### config.mk
export PLATFORM = sky130hd
export DESIGN_NAME = backend_top
export DESIGN_NICKNAME = d
export VERILOG_FILES = /design/src/hdl/be_pkg.sv /design/src/hdl/be_if.sv /design/src/hdl/issue_ctrl.sv /design/src/hdl/int_regstat.sv /design/src/hdl/int_rf.sv /design/src/hdl/alu_unit.sv /design/src/hdl/rob.sv /design/src/hdl/backend_top.sv
export VERILOG_INCLUDE_DIRS = /design/src /design/src/hdl
export SDC_FILE = /design/constraint.sdc
export NUM_CORES = 2
export LEC_CHECK = 0
export BUFFER_PORTS_ARGS = -buffer_cell sky130_fd_sc_hd__buf_2
export CORE_MARGIN = 10
export CORE_UTILIZATION = 60
export CTS_CLUSTER_SIZE = 28
export DETAILED_ROUTE_END_ITERATION = 7
export PLACE_DENSITY = 0.76
export SLEW_MARGIN = 20
export SYNTH_ARGS = -nofsm -noshare
export SYNTH_HDL_FRONTEND = slang
export SYNTH_SLANG_ARGS = --single-unit
### constraint.sdc
create_clock -name clk_i -period 7 [get_ports clk_i]
set_input_delay 1.05 -clock clk_i [delete_from_list [all_inputs] [get_ports clk_i]]
set_output_delay 1.05 -clock clk_i [all_outputs]
set_load 0.02 [all_outputs]
### src/hdl/be_config.svh
`ifndef BE_CONFIG_SVH
`define BE_CONFIG_SVH

// Datapath and register file
`define BE_XLEN     32
`define BE_REG_NUM  32

// Reorder buffer, power of two so the slot pointers wrap on their own
`define BE_ROB_DEPTH 8

// Major opcodes handled by the issue decoder
`define BE_OPCODE_OP     7'b0110011
`define BE_OPCODE_OP_IMM 7'b0010011

`endif

### src/hdl/be_pkg.sv
`include "be_config.svh"

package be_pkg;

    // Data and instruction words
    typedef logic [`BE_XLEN-1:0] xlen_t;
    typedef logic [31:0]         instr_t;

    // Architectural register index
    typedef logic [$clog2(`BE_REG_NUM)-1:0] reg_idx_t;

    // Reorder buffer slot index
    typedef logic [$clog2(`BE_ROB_DEPTH)-1:0] rob_idx_t;

    // Operations of the integer ALU
    typedef enum logic [2:0] {
        ALU_ADD = 3'd0,
        ALU_SUB = 3'd1,
        ALU_AND = 3'd2,
        ALU_OR  = 3'd3,
        ALU_XOR = 3'd4
    } alu_op_e;

endpackage

### src/hdl/be_if.sv
// Issue stage to ALU dispatch, one-cycle strobe
interface ex_if;
    logic             valid;
    be_pkg::alu_op_e  op;
    be_pkg::xlen_t    opa;
    be_pkg::xlen_t    opb;
    be_pkg::rob_idx_t rob_idx;

    modport issue (output valid, op, opa, opb, rob_idx);
    modport eu    (input  valid, op, opa, opb, rob_idx);
endinterface

// Issue stage to reorder buffer, allocation and operand lookup
interface rob_if;
    logic             alloc_valid;
    logic             alloc_ready;
    be_pkg::reg_idx_t alloc_rd;
    be_pkg::rob_idx_t tail_idx;
    be_pkg::rob_idx_t rs1_rob_idx;
    be_pkg::rob_idx_t rs2_rob_idx;
    logic             rs1_ready;
    logic             rs2_ready;
    be_pkg::xlen_t    rs1_value;
    be_pkg::xlen_t    rs2_value;

    modport issue (
        output alloc_valid, alloc_rd, rs1_rob_idx, rs2_rob_idx,
        input  alloc_ready, tail_idx, rs1_ready, rs1_value, rs2_ready, rs2_value
    );
    modport rob (
        input  alloc_valid, alloc_rd, rs1_rob_idx, rs2_rob_idx,
        output alloc_ready, tail_idx, rs1_ready, rs1_value, rs2_ready, rs2_value
    );
endinterface

// Issue stage to register status table
interface regstat_if;
    be_pkg::reg_idx_t rs1_idx;
    be_pkg::reg_idx_t rs2_idx;
    logic             rs1_busy;
    logic             rs2_busy;
    be_pkg::rob_idx_t rs1_rob_idx;
    be_pkg::rob_idx_t rs2_rob_idx;
    logic             upd_valid;
    be_pkg::reg_idx_t upd_rd;
    be_pkg::rob_idx_t upd_rob_idx;

    modport issue (
        output rs1_idx, rs2_idx, upd_valid, upd_rd, upd_rob_idx,
        input  rs1_busy, rs1_rob_idx, rs2_busy, rs2_rob_idx
    );
    modport rs (
        input  rs1_idx, rs2_idx, upd_valid, upd_rd, upd_rob_idx,
        output rs1_busy, rs1_rob_idx, rs2_busy, rs2_rob_idx
    );
endinterface

// Retirement broadcast, valid only on the retiring cycle
interface commit_if;
    logic             valid;
    be_pkg::reg_idx_t rd;
    be_pkg::xlen_t    value;
    be_pkg::rob_idx_t head_idx;
    logic             head_done;

    modport rob  (output valid, rd, value, head_idx, head_done);
    modport sink (input  valid, rd, value, head_idx);
endinterface

### src/hdl/issue_ctrl.sv
`include "be_config.svh"

module issue_ctrl (
    input  logic             clk_i,
    input  logic             arst_n_i,
    input  logic             instr_valid_i,
    input  be_pkg::instr_t   instr_i,
    output logic             instr_ready_o,
    output be_pkg::reg_idx_t rf_rs1_idx_o,
    output be_pkg::reg_idx_t rf_rs2_idx_o,
    input  be_pkg::xlen_t    rf_rs1_value_i,
    input  be_pkg::xlen_t    rf_rs2_value_i,
    regstat_if.issue         rs_bus,
    rob_if.issue             rob_bus,
    ex_if.issue              ex_bus
);

    logic [6:0]       opcode;
    logic [2:0]       funct3;
    logic [6:0]       funct7;
    logic             is_rr;
    logic             is_imm;
    logic             supported;
    be_pkg::alu_op_e  op;
    be_pkg::xlen_t    imm_sext;
    logic             rs1_ok;
    logic             rs2_ok;
    be_pkg::xlen_t    opa;
    be_pkg::xlen_t    opb;
    logic             accept;

    // ----------------------------------------------------------
    // Decode
    // ----------------------------------------------------------
    assign opcode   = instr_i[6:0];
    assign funct3   = instr_i[14:12];
    assign funct7   = instr_i[31:25];
    assign imm_sext = {{(`BE_XLEN-12){instr_i[31]}}, instr_i[31:20]};

    always_comb begin
        is_rr = 1'b0;
        op    = be_pkg::ALU_ADD;
        if (opcode == `BE_OPCODE_OP) begin
            is_rr = 1'b1;
            case ({funct7, funct3})
                {7'b0000000, 3'b000}: op = be_pkg::ALU_ADD;
                {7'b0100000, 3'b000}: op = be_pkg::ALU_SUB;
                {7'b0000000, 3'b111}: op = be_pkg::ALU_AND;
                {7'b0000000, 3'b110}: op = be_pkg::ALU_OR;
                {7'b0000000, 3'b100}: op = be_pkg::ALU_XOR;
                default:              is_rr = 1'b0;
            endcase
        end
    end

    // Only ADDI among the immediate forms
    assign is_imm    = (opcode == `BE_OPCODE_OP_IMM) && (funct3 == 3'b000);
    assign supported = is_rr || is_imm;

    // ----------------------------------------------------------
    // Operand resolution
    // ----------------------------------------------------------
    assign rf_rs1_idx_o        = instr_i[19:15];
    assign rf_rs2_idx_o        = instr_i[24:20];
    assign rs_bus.rs1_idx      = instr_i[19:15];
    assign rs_bus.rs2_idx      = instr_i[24:20];
    assign rob_bus.rs1_rob_idx = rs_bus.rs1_rob_idx;
    assign rob_bus.rs2_rob_idx = rs_bus.rs2_rob_idx;

    // A renamed source must already sit in a completed ROB entry
    assign rs1_ok = !supported || !rs_bus.rs1_busy || rob_bus.rs1_ready;
    assign rs2_ok = !is_rr || !rs_bus.rs2_busy || rob_bus.rs2_ready;

    assign opa = !supported       ? '0 :
                 rs_bus.rs1_busy  ? rob_bus.rs1_value : rf_rs1_value_i;
    assign opb = is_imm           ? imm_sext :
                 !is_rr           ? '0 :
                 rs_bus.rs2_busy  ? rob_bus.rs2_value : rf_rs2_value_i;

    // Allocation and rename
    assign rob_bus.alloc_valid = instr_valid_i && rs1_ok && rs2_ok;
    assign rob_bus.alloc_rd    = supported ? instr_i[11:7] : '0;
    assign instr_ready_o       = rob_bus.alloc_ready && rs1_ok && rs2_ok;
    assign accept              = instr_valid_i && instr_ready_o;

    assign rs_bus.upd_valid   = accept;
    assign rs_bus.upd_rd      = rob_bus.alloc_rd;
    assign rs_bus.upd_rob_idx = rob_bus.tail_idx;

    // ----------------------------------------------------------
    // Registered dispatch
    // ----------------------------------------------------------
    always_ff @(posedge clk_i or negedge arst_n_i) begin
        if (!arst_n_i) begin
            ex_bus.valid <= 1'b0;
        end else begin
            ex_bus.valid <= accept;
        end
    end

    always_ff @(posedge clk_i) begin
        if (accept) begin
            ex_bus.op      <= op;
            ex_bus.opa     <= opa;
            ex_bus.opb     <= opb;
            ex_bus.rob_idx <= rob_bus.tail_idx;
        end
    end

    // Each dispatch follows an allocation in the ROB one cycle earlier
    a_dispatch_after_alloc : assert property (
        @(posedge clk_i) disable iff (!arst_n_i)
        ex_bus.valid |-> $past(rob_bus.alloc_valid && rob_bus.alloc_ready)
    );

endmodule

### src/hdl/int_regstat.sv
`include "be_config.svh"

module int_regstat (
    input  logic    clk_i,
    input  logic    arst_n_i,
    regstat_if.rs   rs_bus,
    commit_if.sink  cm_bus
);

    logic [`BE_REG_NUM-1:0] busy_q;
    be_pkg::rob_idx_t       rob_idx_q [`BE_REG_NUM];

    // Lookups for both sources
    assign rs_bus.rs1_busy    = busy_q[rs_bus.rs1_idx];
    assign rs_bus.rs1_rob_idx = rob_idx_q[rs_bus.rs1_idx];
    assign rs_bus.rs2_busy    = busy_q[rs_bus.rs2_idx];
    assign rs_bus.rs2_rob_idx = rob_idx_q[rs_bus.rs2_idx];

    always_ff @(posedge clk_i or negedge arst_n_i) begin
        if (!arst_n_i) begin
            busy_q    <= '0;
            rob_idx_q <= '{default: '0};
        end else begin
            // Clear only if no younger producer took over the register
            if (cm_bus.valid && (rob_idx_q[cm_bus.rd] == cm_bus.head_idx)) begin
                busy_q[cm_bus.rd] <= 1'b0;
            end
            // Rename comes last so it wins on a shared edge
            if (rs_bus.upd_valid && (rs_bus.upd_rd != '0)) begin
                busy_q[rs_bus.upd_rd]    <= 1'b1;
                rob_idx_q[rs_bus.upd_rd] <= rs_bus.upd_rob_idx;
            end
        end
    end

    a_x0_never_busy : assert property (
        @(posedge clk_i) disable iff (!arst_n_i)
        !busy_q[0]
    );

endmodule

### src/hdl/int_rf.sv
`include "be_config.svh"

module int_rf (
    input  logic             clk_i,
    input  logic             arst_n_i,
    input  be_pkg::reg_idx_t rs1_idx_i,
    input  be_pkg::reg_idx_t rs2_idx_i,
    output be_pkg::xlen_t    rs1_value_o,
    output be_pkg::xlen_t    rs2_value_o,
    commit_if.sink           cm_bus
);

    be_pkg::xlen_t regs_q [`BE_REG_NUM];

    always_ff @(posedge clk_i or negedge arst_n_i) begin
        if (!arst_n_i) begin
            regs_q <= '{default: '0};
        end else if (cm_bus.valid && (cm_bus.rd != '0)) begin
            regs_q[cm_bus.rd] <= cm_bus.value;
        end
    end

    // x0 hardwired
    assign rs1_value_o = (rs1_idx_i == '0) ? '0 : regs_q[rs1_idx_i];
    assign rs2_value_o = (rs2_idx_i == '0) ? '0 : regs_q[rs2_idx_i];

endmodule

### src/hdl/alu_unit.sv
module alu_unit (
    input  logic             clk_i,
    input  logic             arst_n_i,
    ex_if.eu                 ex_bus,
    output logic             res_valid_o,
    output be_pkg::rob_idx_t res_rob_idx_o,
    output be_pkg::xlen_t    res_value_o
);

    logic             s1_valid_q;
    be_pkg::alu_op_e  s1_op_q;
    be_pkg::xlen_t    s1_opa_q;
    be_pkg::xlen_t    s1_opb_q;
    be_pkg::rob_idx_t s1_rob_idx_q;
    be_pkg::xlen_t    s1_result;

    // Valid bits of both stages
    always_ff @(posedge clk_i or negedge arst_n_i) begin
        if (!arst_n_i) begin
            s1_valid_q  <= 1'b0;
            res_valid_o <= 1'b0;
        end else begin
            s1_valid_q  <= ex_bus.valid;
            res_valid_o <= s1_valid_q;
        end
    end

    // Stage two compute
    always_comb begin
        case (s1_op_q)
            be_pkg::ALU_SUB: s1_result = s1_opa_q - s1_opb_q;
            be_pkg::ALU_AND: s1_result = s1_opa_q & s1_opb_q;
            be_pkg::ALU_OR:  s1_result = s1_opa_q | s1_opb_q;
            be_pkg::ALU_XOR: s1_result = s1_opa_q ^ s1_opb_q;
            default:         s1_result = s1_opa_q + s1_opb_q;
        endcase
    end

    always_ff @(posedge clk_i) begin
        if (ex_bus.valid) begin
            s1_op_q      <= ex_bus.op;
            s1_opa_q     <= ex_bus.opa;
            s1_opb_q     <= ex_bus.opb;
            s1_rob_idx_q <= ex_bus.rob_idx;
        end
        if (s1_valid_q) begin
            res_rob_idx_o <= s1_rob_idx_q;
            res_value_o   <= s1_result;
        end
    end

endmodule

### src/hdl/rob.sv
`include "be_config.svh"

module rob (
    input  logic             clk_i,
    input  logic             arst_n_i,
    rob_if.rob               rob_bus,
    input  logic             res_valid_i,
    input  be_pkg::rob_idx_t res_rob_idx_i,
    input  be_pkg::xlen_t    res_value_i,
    commit_if.rob            cm_bus,
    input  logic             commit_ready_i
);

    localparam int unsigned DEPTH = `BE_ROB_DEPTH;
    localparam int unsigned CNT_W = $clog2(DEPTH) + 1;

    logic [DEPTH-1:0] alloc_q;
    logic [DEPTH-1:0] done_q;
    be_pkg::reg_idx_t rd_q [DEPTH];
    be_pkg::xlen_t    value_q [DEPTH];
    be_pkg::rob_idx_t head_q;
    be_pkg::rob_idx_t tail_q;
    logic [CNT_W-1:0] count_q;
    logic             push;
    logic             pop;

    // ----------------------------------------------------------
    // Allocation and operand lookup
    // ----------------------------------------------------------
    assign rob_bus.alloc_ready = (count_q != CNT_W'(DEPTH));
    assign rob_bus.tail_idx    = tail_q;
    assign push                = rob_bus.alloc_valid && rob_bus.alloc_ready;

    assign rob_bus.rs1_ready = done_q[rob_bus.rs1_rob_idx];
    assign rob_bus.rs1_value = value_q[rob_bus.rs1_rob_idx];
    assign rob_bus.rs2_ready = done_q[rob_bus.rs2_rob_idx];
    assign rob_bus.rs2_value = value_q[rob_bus.rs2_rob_idx];

    // ----------------------------------------------------------
    // In-order commit
    // ----------------------------------------------------------
    assign pop              = done_q[head_q] && commit_ready_i;
    assign cm_bus.head_done = done_q[head_q];
    assign cm_bus.valid     = pop;
    assign cm_bus.rd        = rd_q[head_q];
    assign cm_bus.value     = value_q[head_q];
    assign cm_bus.head_idx  = head_q;

    always_ff @(posedge clk_i or negedge arst_n_i) begin
        if (!arst_n_i) begin
            alloc_q <= '0;
            done_q  <= '0;
            head_q  <= '0;
            tail_q  <= '0;
            count_q <= '0;
        end else begin
            if (push) begin
                alloc_q[tail_q] <= 1'b1;
                done_q[tail_q]  <= 1'b0;
                tail_q          <= tail_q + 1'b1;
            end
            if (res_valid_i) begin
                done_q[res_rob_idx_i] <= 1'b1;
            end
            if (pop) begin
                alloc_q[head_q] <= 1'b0;
                done_q[head_q]  <= 1'b0;
                head_q          <= head_q + 1'b1;
            end
            count_q <= count_q + CNT_W'(push) - CNT_W'(pop);
        end
    end

    always_ff @(posedge clk_i) begin
        if (push) begin
            rd_q[tail_q] <= rob_bus.alloc_rd;
        end
        if (res_valid_i) begin
            value_q[res_rob_idx_i] <= res_value_i;
        end
    end

    // Results from the ALU land only in live entries
    a_result_hits_live_entry : assert property (
        @(posedge clk_i) disable iff (!arst_n_i)
        res_valid_i |-> alloc_q[res_rob_idx_i]
    );

    a_count_in_range : assert property (
        @(posedge clk_i) disable iff (!arst_n_i)
        count_q <= CNT_W'(DEPTH)
    );

endmodule

### src/hdl/backend_top.sv
module backend_top (
    input  logic             clk_i,
    input  logic             arst_n_i,

    // Instruction stream
    input  logic             instr_valid_i,
    input  be_pkg::instr_t   instr_i,
    output logic             instr_ready_o,

    // Retirement
    output logic             commit_valid_o,
    output be_pkg::reg_idx_t commit_rd_o,
    output be_pkg::xlen_t    commit_value_o,
    input  logic             commit_ready_i
);

    // ----------------------------------------------------------
    // Internal buses
    // ----------------------------------------------------------
    ex_if      u_ex_if ();
    rob_if     u_rob_if ();
    regstat_if u_regstat_if ();
    commit_if  u_commit_if ();

    // Issue to register file
    be_pkg::reg_idx_t rf_rs1_idx;
    be_pkg::reg_idx_t rf_rs2_idx;
    be_pkg::xlen_t    rf_rs1_value;
    be_pkg::xlen_t    rf_rs2_value;

    // Result bus
    logic             res_valid;
    be_pkg::rob_idx_t res_rob_idx;
    be_pkg::xlen_t    res_value;

    // ----------------------------------------------------------
    // Stages
    // ----------------------------------------------------------
    issue_ctrl u_issue_ctrl (
        .clk_i          (clk_i         ),
        .arst_n_i       (arst_n_i      ),
        .instr_valid_i  (instr_valid_i ),
        .instr_i        (instr_i       ),
        .instr_ready_o  (instr_ready_o ),
        .rf_rs1_idx_o   (rf_rs1_idx    ),
        .rf_rs2_idx_o   (rf_rs2_idx    ),
        .rf_rs1_value_i (rf_rs1_value  ),
        .rf_rs2_value_i (rf_rs2_value  ),
        .rs_bus         (u_regstat_if  ),
        .rob_bus        (u_rob_if      ),
        .ex_bus         (u_ex_if       )
    );

    int_regstat u_int_regstat (
        .clk_i    (clk_i        ),
        .arst_n_i (arst_n_i     ),
        .rs_bus   (u_regstat_if ),
        .cm_bus   (u_commit_if  )
    );

    int_rf u_int_rf (
        .clk_i       (clk_i        ),
        .arst_n_i    (arst_n_i     ),
        .rs1_idx_i   (rf_rs1_idx   ),
        .rs2_idx_i   (rf_rs2_idx   ),
        .rs1_value_o (rf_rs1_value ),
        .rs2_value_o (rf_rs2_value ),
        .cm_bus      (u_commit_if  )
    );

    alu_unit u_alu_unit (
        .clk_i         (clk_i       ),
        .arst_n_i      (arst_n_i    ),
        .ex_bus        (u_ex_if     ),
        .res_valid_o   (res_valid   ),
        .res_rob_idx_o (res_rob_idx ),
        .res_value_o   (res_value   )
    );

    rob u_rob (
        .clk_i          (clk_i          ),
        .arst_n_i       (arst_n_i       ),
        .rob_bus        (u_rob_if       ),
        .res_valid_i    (res_valid      ),
        .res_rob_idx_i  (res_rob_idx    ),
        .res_value_i    (res_value      ),
        .cm_bus         (u_commit_if    ),
        .commit_ready_i (commit_ready_i )
    );

    // Head entry drives the commit port, valid ahead of the handshake
    assign commit_valid_o = u_commit_if.head_done;
    assign commit_rd_o    = u_commit_if.rd;
    assign commit_value_o = u_commit_if.value;

endmodule

==> results.txt <==
By area the synthesized netlist is led by sky130_fd_sc_hd__dfrtp_1 33%, sky130_fd_sc_hd__mux4_2 17%, sky130_fd_sc_hd__edfxtp_1 16%, sky130_fd_sc_hd__a21oi_1 5.3%, sky130_fd_sc_hd__nor2_1 3.7%. The largest vdd supply drop came out at around 300 uV. Counting every sink on the clock net gives ~1600. The nature of the critical path startpoint is a flop.

The data arrival time of the worst path came out at about 4.7 ns. The count of H-tree levels built during CTS is 4. The post-synthesis register bit count came out at 1644. For this run, the leading register cell type out of synthesis is sky130_fd_sc_hd__dfrtp_1. The fraction of layout instances using a drive strength above 1 is 0.1881. The most common cell in the synthesized netlist is sky130_fd_sc_hd__dfrtp_1.

The type of element capturing the critical path is an output port. The number of antenna violations at the first check in global routing is 14. The number of nets handed over by synthesis was around 7700.

After floorplanning, the core was divided into between 100 and 150 placement rows. The fraction of post-synthesis cell area in the top cell type by area is 0.3342. The worst-case clock skew came out at around 0.030 ns. The area growth from synthesis to layout is 9.179%. The pin count of the biggest net entering global routing is slightly below 200. The first global-routing pass estimated 421400 microns of wire.

After synthesis, the mean cell area works out to between 10 and 15 sq um. The worst setup path category is flop to output port. The number of enable flip-flop cells after synthesis is 471.

Clock-pin slew was measured on the worst setup and hold paths at 0.06 ns. By count the netlist is led by 1173 x sky130_fd_sc_hd__dfrtp_1, 932 x sky130_fd_sc_hd__a21oi_1, 877 x sky130_fd_sc_hd__nor2_1. Measured along the x axis, the die boundary spans 402.6 microns. The number of gates resized after cts is 0.

The overall fraction of global-route tracks in use came out at 0.3426. In this run the tightest slew margin relative to its limit is 0.06976. The total negative slack came out at 0 ns. Setup violations remaining at the end of the flow were counted as 0. The post-synth design cell area came out at roughly 90000 sq um. The number of DRC markers in iteration 0 is approximately 10000.

The average via count per standard cell came out at between 7 and 8. The total count of hold-check failures in the final report came to 0. The analysis attributes to cell leakage a power of ~40 nW. The final antenna-violating net count is 0. Detailed placement finished with a half-perimeter wire length of 169200 microns. The register area share after synthesis came out at 0.4952.

The reported max-cap violation count is 0. The weighted congestion at the end of routability-driven global placement came out at 0.9869. The maximum frequency from static timing analysis came out at between 0.15 and 0.2 GHz. The run finished, with violations left. The die span in y came out at 402.6 microns. The checks that failed: design-rule violations.

The portion of the clock cycle consumed by the worst path in the final layout came out at 0.8203. At the worst endpoint, the required time is 5.95 ns. Tracing the worst setup path back leads to its startpoint at u_rob.cm_bus.head_idx[0]. The number of detailed-routing iterations run before antenna repair is 8. Setup repair after global routing left no endpoint under its margin.

The number of buffers added by the clock tree synthesis step came out at around 170. The count of mapped cells out of synthesis came out at about 7600. The area of the core is ~150000 sq um. The worst-case clock buffer depth is 3. The synthesized netlist contains 81 unique library cells. The smallest hold slack is 0.3128 ns.

The count of nets after finishing came out at around 7400. The count of yosys warnings during synthesis came out at 0. The number of hold-repair buffers added at the cts stage came out at 0.

The die outline area came out at 162100 sq um. The via count of the first global-routing pass is around 66000. The top-level I/O count came out at 75.

The measured slew at the worst slew-check pin is roughly 1.4 ns. The clock latency reported for the late side of the worst-skew pair came out at between 0.8 and 0.9 ns. The setup slack of the most critical reg-to-reg path is about 1.3 ns. In this run the worst path has a maximum fanout of 67. TritonCTS built the clock tree. The biggest area contributor in the post-synthesis netlist is sky130_fd_sc_hd__dfrtp_1. The aggregate global routing overflow came out at 0.

The power per cell area came out at roughly 410 nW/um^2. Counting I/O delays and the setup requirement, the final critical path takes about 5.7 ns. For this run, design rule violations remaining after detail routing come to 4.

The max-slew violation total from the final report came out at 0. The tightest min-delay check is of the primary input to async pin type. The quantity of I/O buffers inserted on ports is 74. The routed wire length per instance is slightly above 30 microns. The starting density of the core is 0.6034. The total setup buffers inserted after CTS came out at 0. The share of synthesized flip-flops with an asynchronous set or reset is 0.7135.

The root buffer cell chosen for the clock tree is sky130_fd_sc_hd__clkbuf_16. In this run the critical register-to-register path is launched from u_rob.cm_bus.head_idx[0]. The total routed wirelength came out at ~280000 microns. The routed via count is 67540.
-- metal layers --
layer	up-vias	global-route usage	wire length (microns)	part of all wire
met4	16	0.1664	15130	0.054
met2	5104	0.5080	125600	0.44
li1	27420	-	-	-
met3	1102	0.1217	41880	0.15
met1	33900	0.4501	99960	0.35
met5	-	0.001784	149	0.00053
-- logic make-up (layout without fill, tap and decap cells) --
group           Yosys count  in the layout  synth area share
other cells               0              3                 0
xor+xnor                 64             64          0.006382
mux                    1139           1139            0.2287
fa+ha+maj               105            105           0.01513
flops                  1644           1644            0.4952
compound gates         1793           1793            0.1189
buf+inv                 893            718           0.03973
simple gates           1931           1931           0.09596
-- worst paths after layout --
path,to,cells after the start
max in group asynchronous,u_int_rf.regs_q[48],2
min in group clk_i,u_int_rf.regs_q[1008],0
worst max register to register,u_int_regstat.busy_q[9],10
worst max-delay path,commit_value_o[24],5
worst min register to register,u_int_rf.regs_q[1008],0
worst min-delay path,u_int_rf.regs_q[737],1
-- cell type report --
type,instances,area (sq um)
fillers,10290,49660
multi-input cells,5032,41630
flip-flops and latches,1644,43510
repair buffers,251,2107
clock inverters,60,611.8
clock buffers,249,5032
diodes,3,7.507
well taps,1917,2399
inverters,158,598.1
-- power breakdown --
part	leakage, nW	total [W]	switching (W)	internal (W)
Sequential	19.8	0.0158	0.00267	0.0131
Clock	2.76	0.00923	0.00391	0.00532
Combinational	17.4	0.0146	0.00867	0.00596
Total	39.9	0.0397	0.0153	0.0244
-- critical path: stages (launching register included) --
cell                      delay, ns
sky130_fd_sc_hd__dfrtp_4       1.05
sky130_fd_sc_hd__buf_4         0.72
sky130_fd_sc_hd__mux4_2        0.62
sky130_fd_sc_hd__mux2i_4       0.80
sky130_fd_sc_hd__inv_1         0.35
sky130_fd_sc_hd__buf_2         0.26
-- metrics by stage --
step,utilization,worst slack (ns),area [sq um],power (W),cells
after global placement,0.6191,1.524,90120,0.02918,8993
final,0.6588,1.258,95900,0.03967,9314
after global routing,0.6588,1.039,95890,0.04139,9311
after CTS,0.6580,1.296,95780,0.03921,9304
after floorplan,-,1.893,87840,0.02463,7569
after detailed placement,0.6192,1.431,90140,0.02991,8995
-- state kept, by name, indices dropped and copies added, names as in the netlist, 32 cells and up --
signal                   count
u_int_rf.regs_q           1024
u_rob.value_q              256
u_int_regstat.rob_idx_q     96
u_rob.rd_q                  40
u_alu_unit.res_value_o      32
u_alu_unit.s1_opa_q         32
u_alu_unit.s1_opb_q         32
u_int_regstat.busy_q        32
u_issue_ctrl.ex_bus.opa     32
u_issue_ctrl.ex_bus.opb     32
-- cell usage in the layout, fill, tap and decap left out, drive strengths merged, types with 23 or more instances in the layout --
master / n
a211oi: 116
a21o: 32
a21oi: 932
a221oi: 43
a311oi: 35
a31oi: 37
and2: 57
and3: 47
buf: 247
clkbuf: 253
clkinv: 40
dfrtp: 1173
edfxtp: 471
ha: 103
inv: 162
mux2: 143
mux2i: 317
mux4: 679
nand2: 617
nand2b: 25
nand3: 95
nand4: 24
nor2: 877
nor2b: 82
nor3: 54
o21ai: 341
o221ai: 33
o22ai: 82
o32a: 23
xnor2: 56
Note: power is estimated with default switching activity, not from simulation.
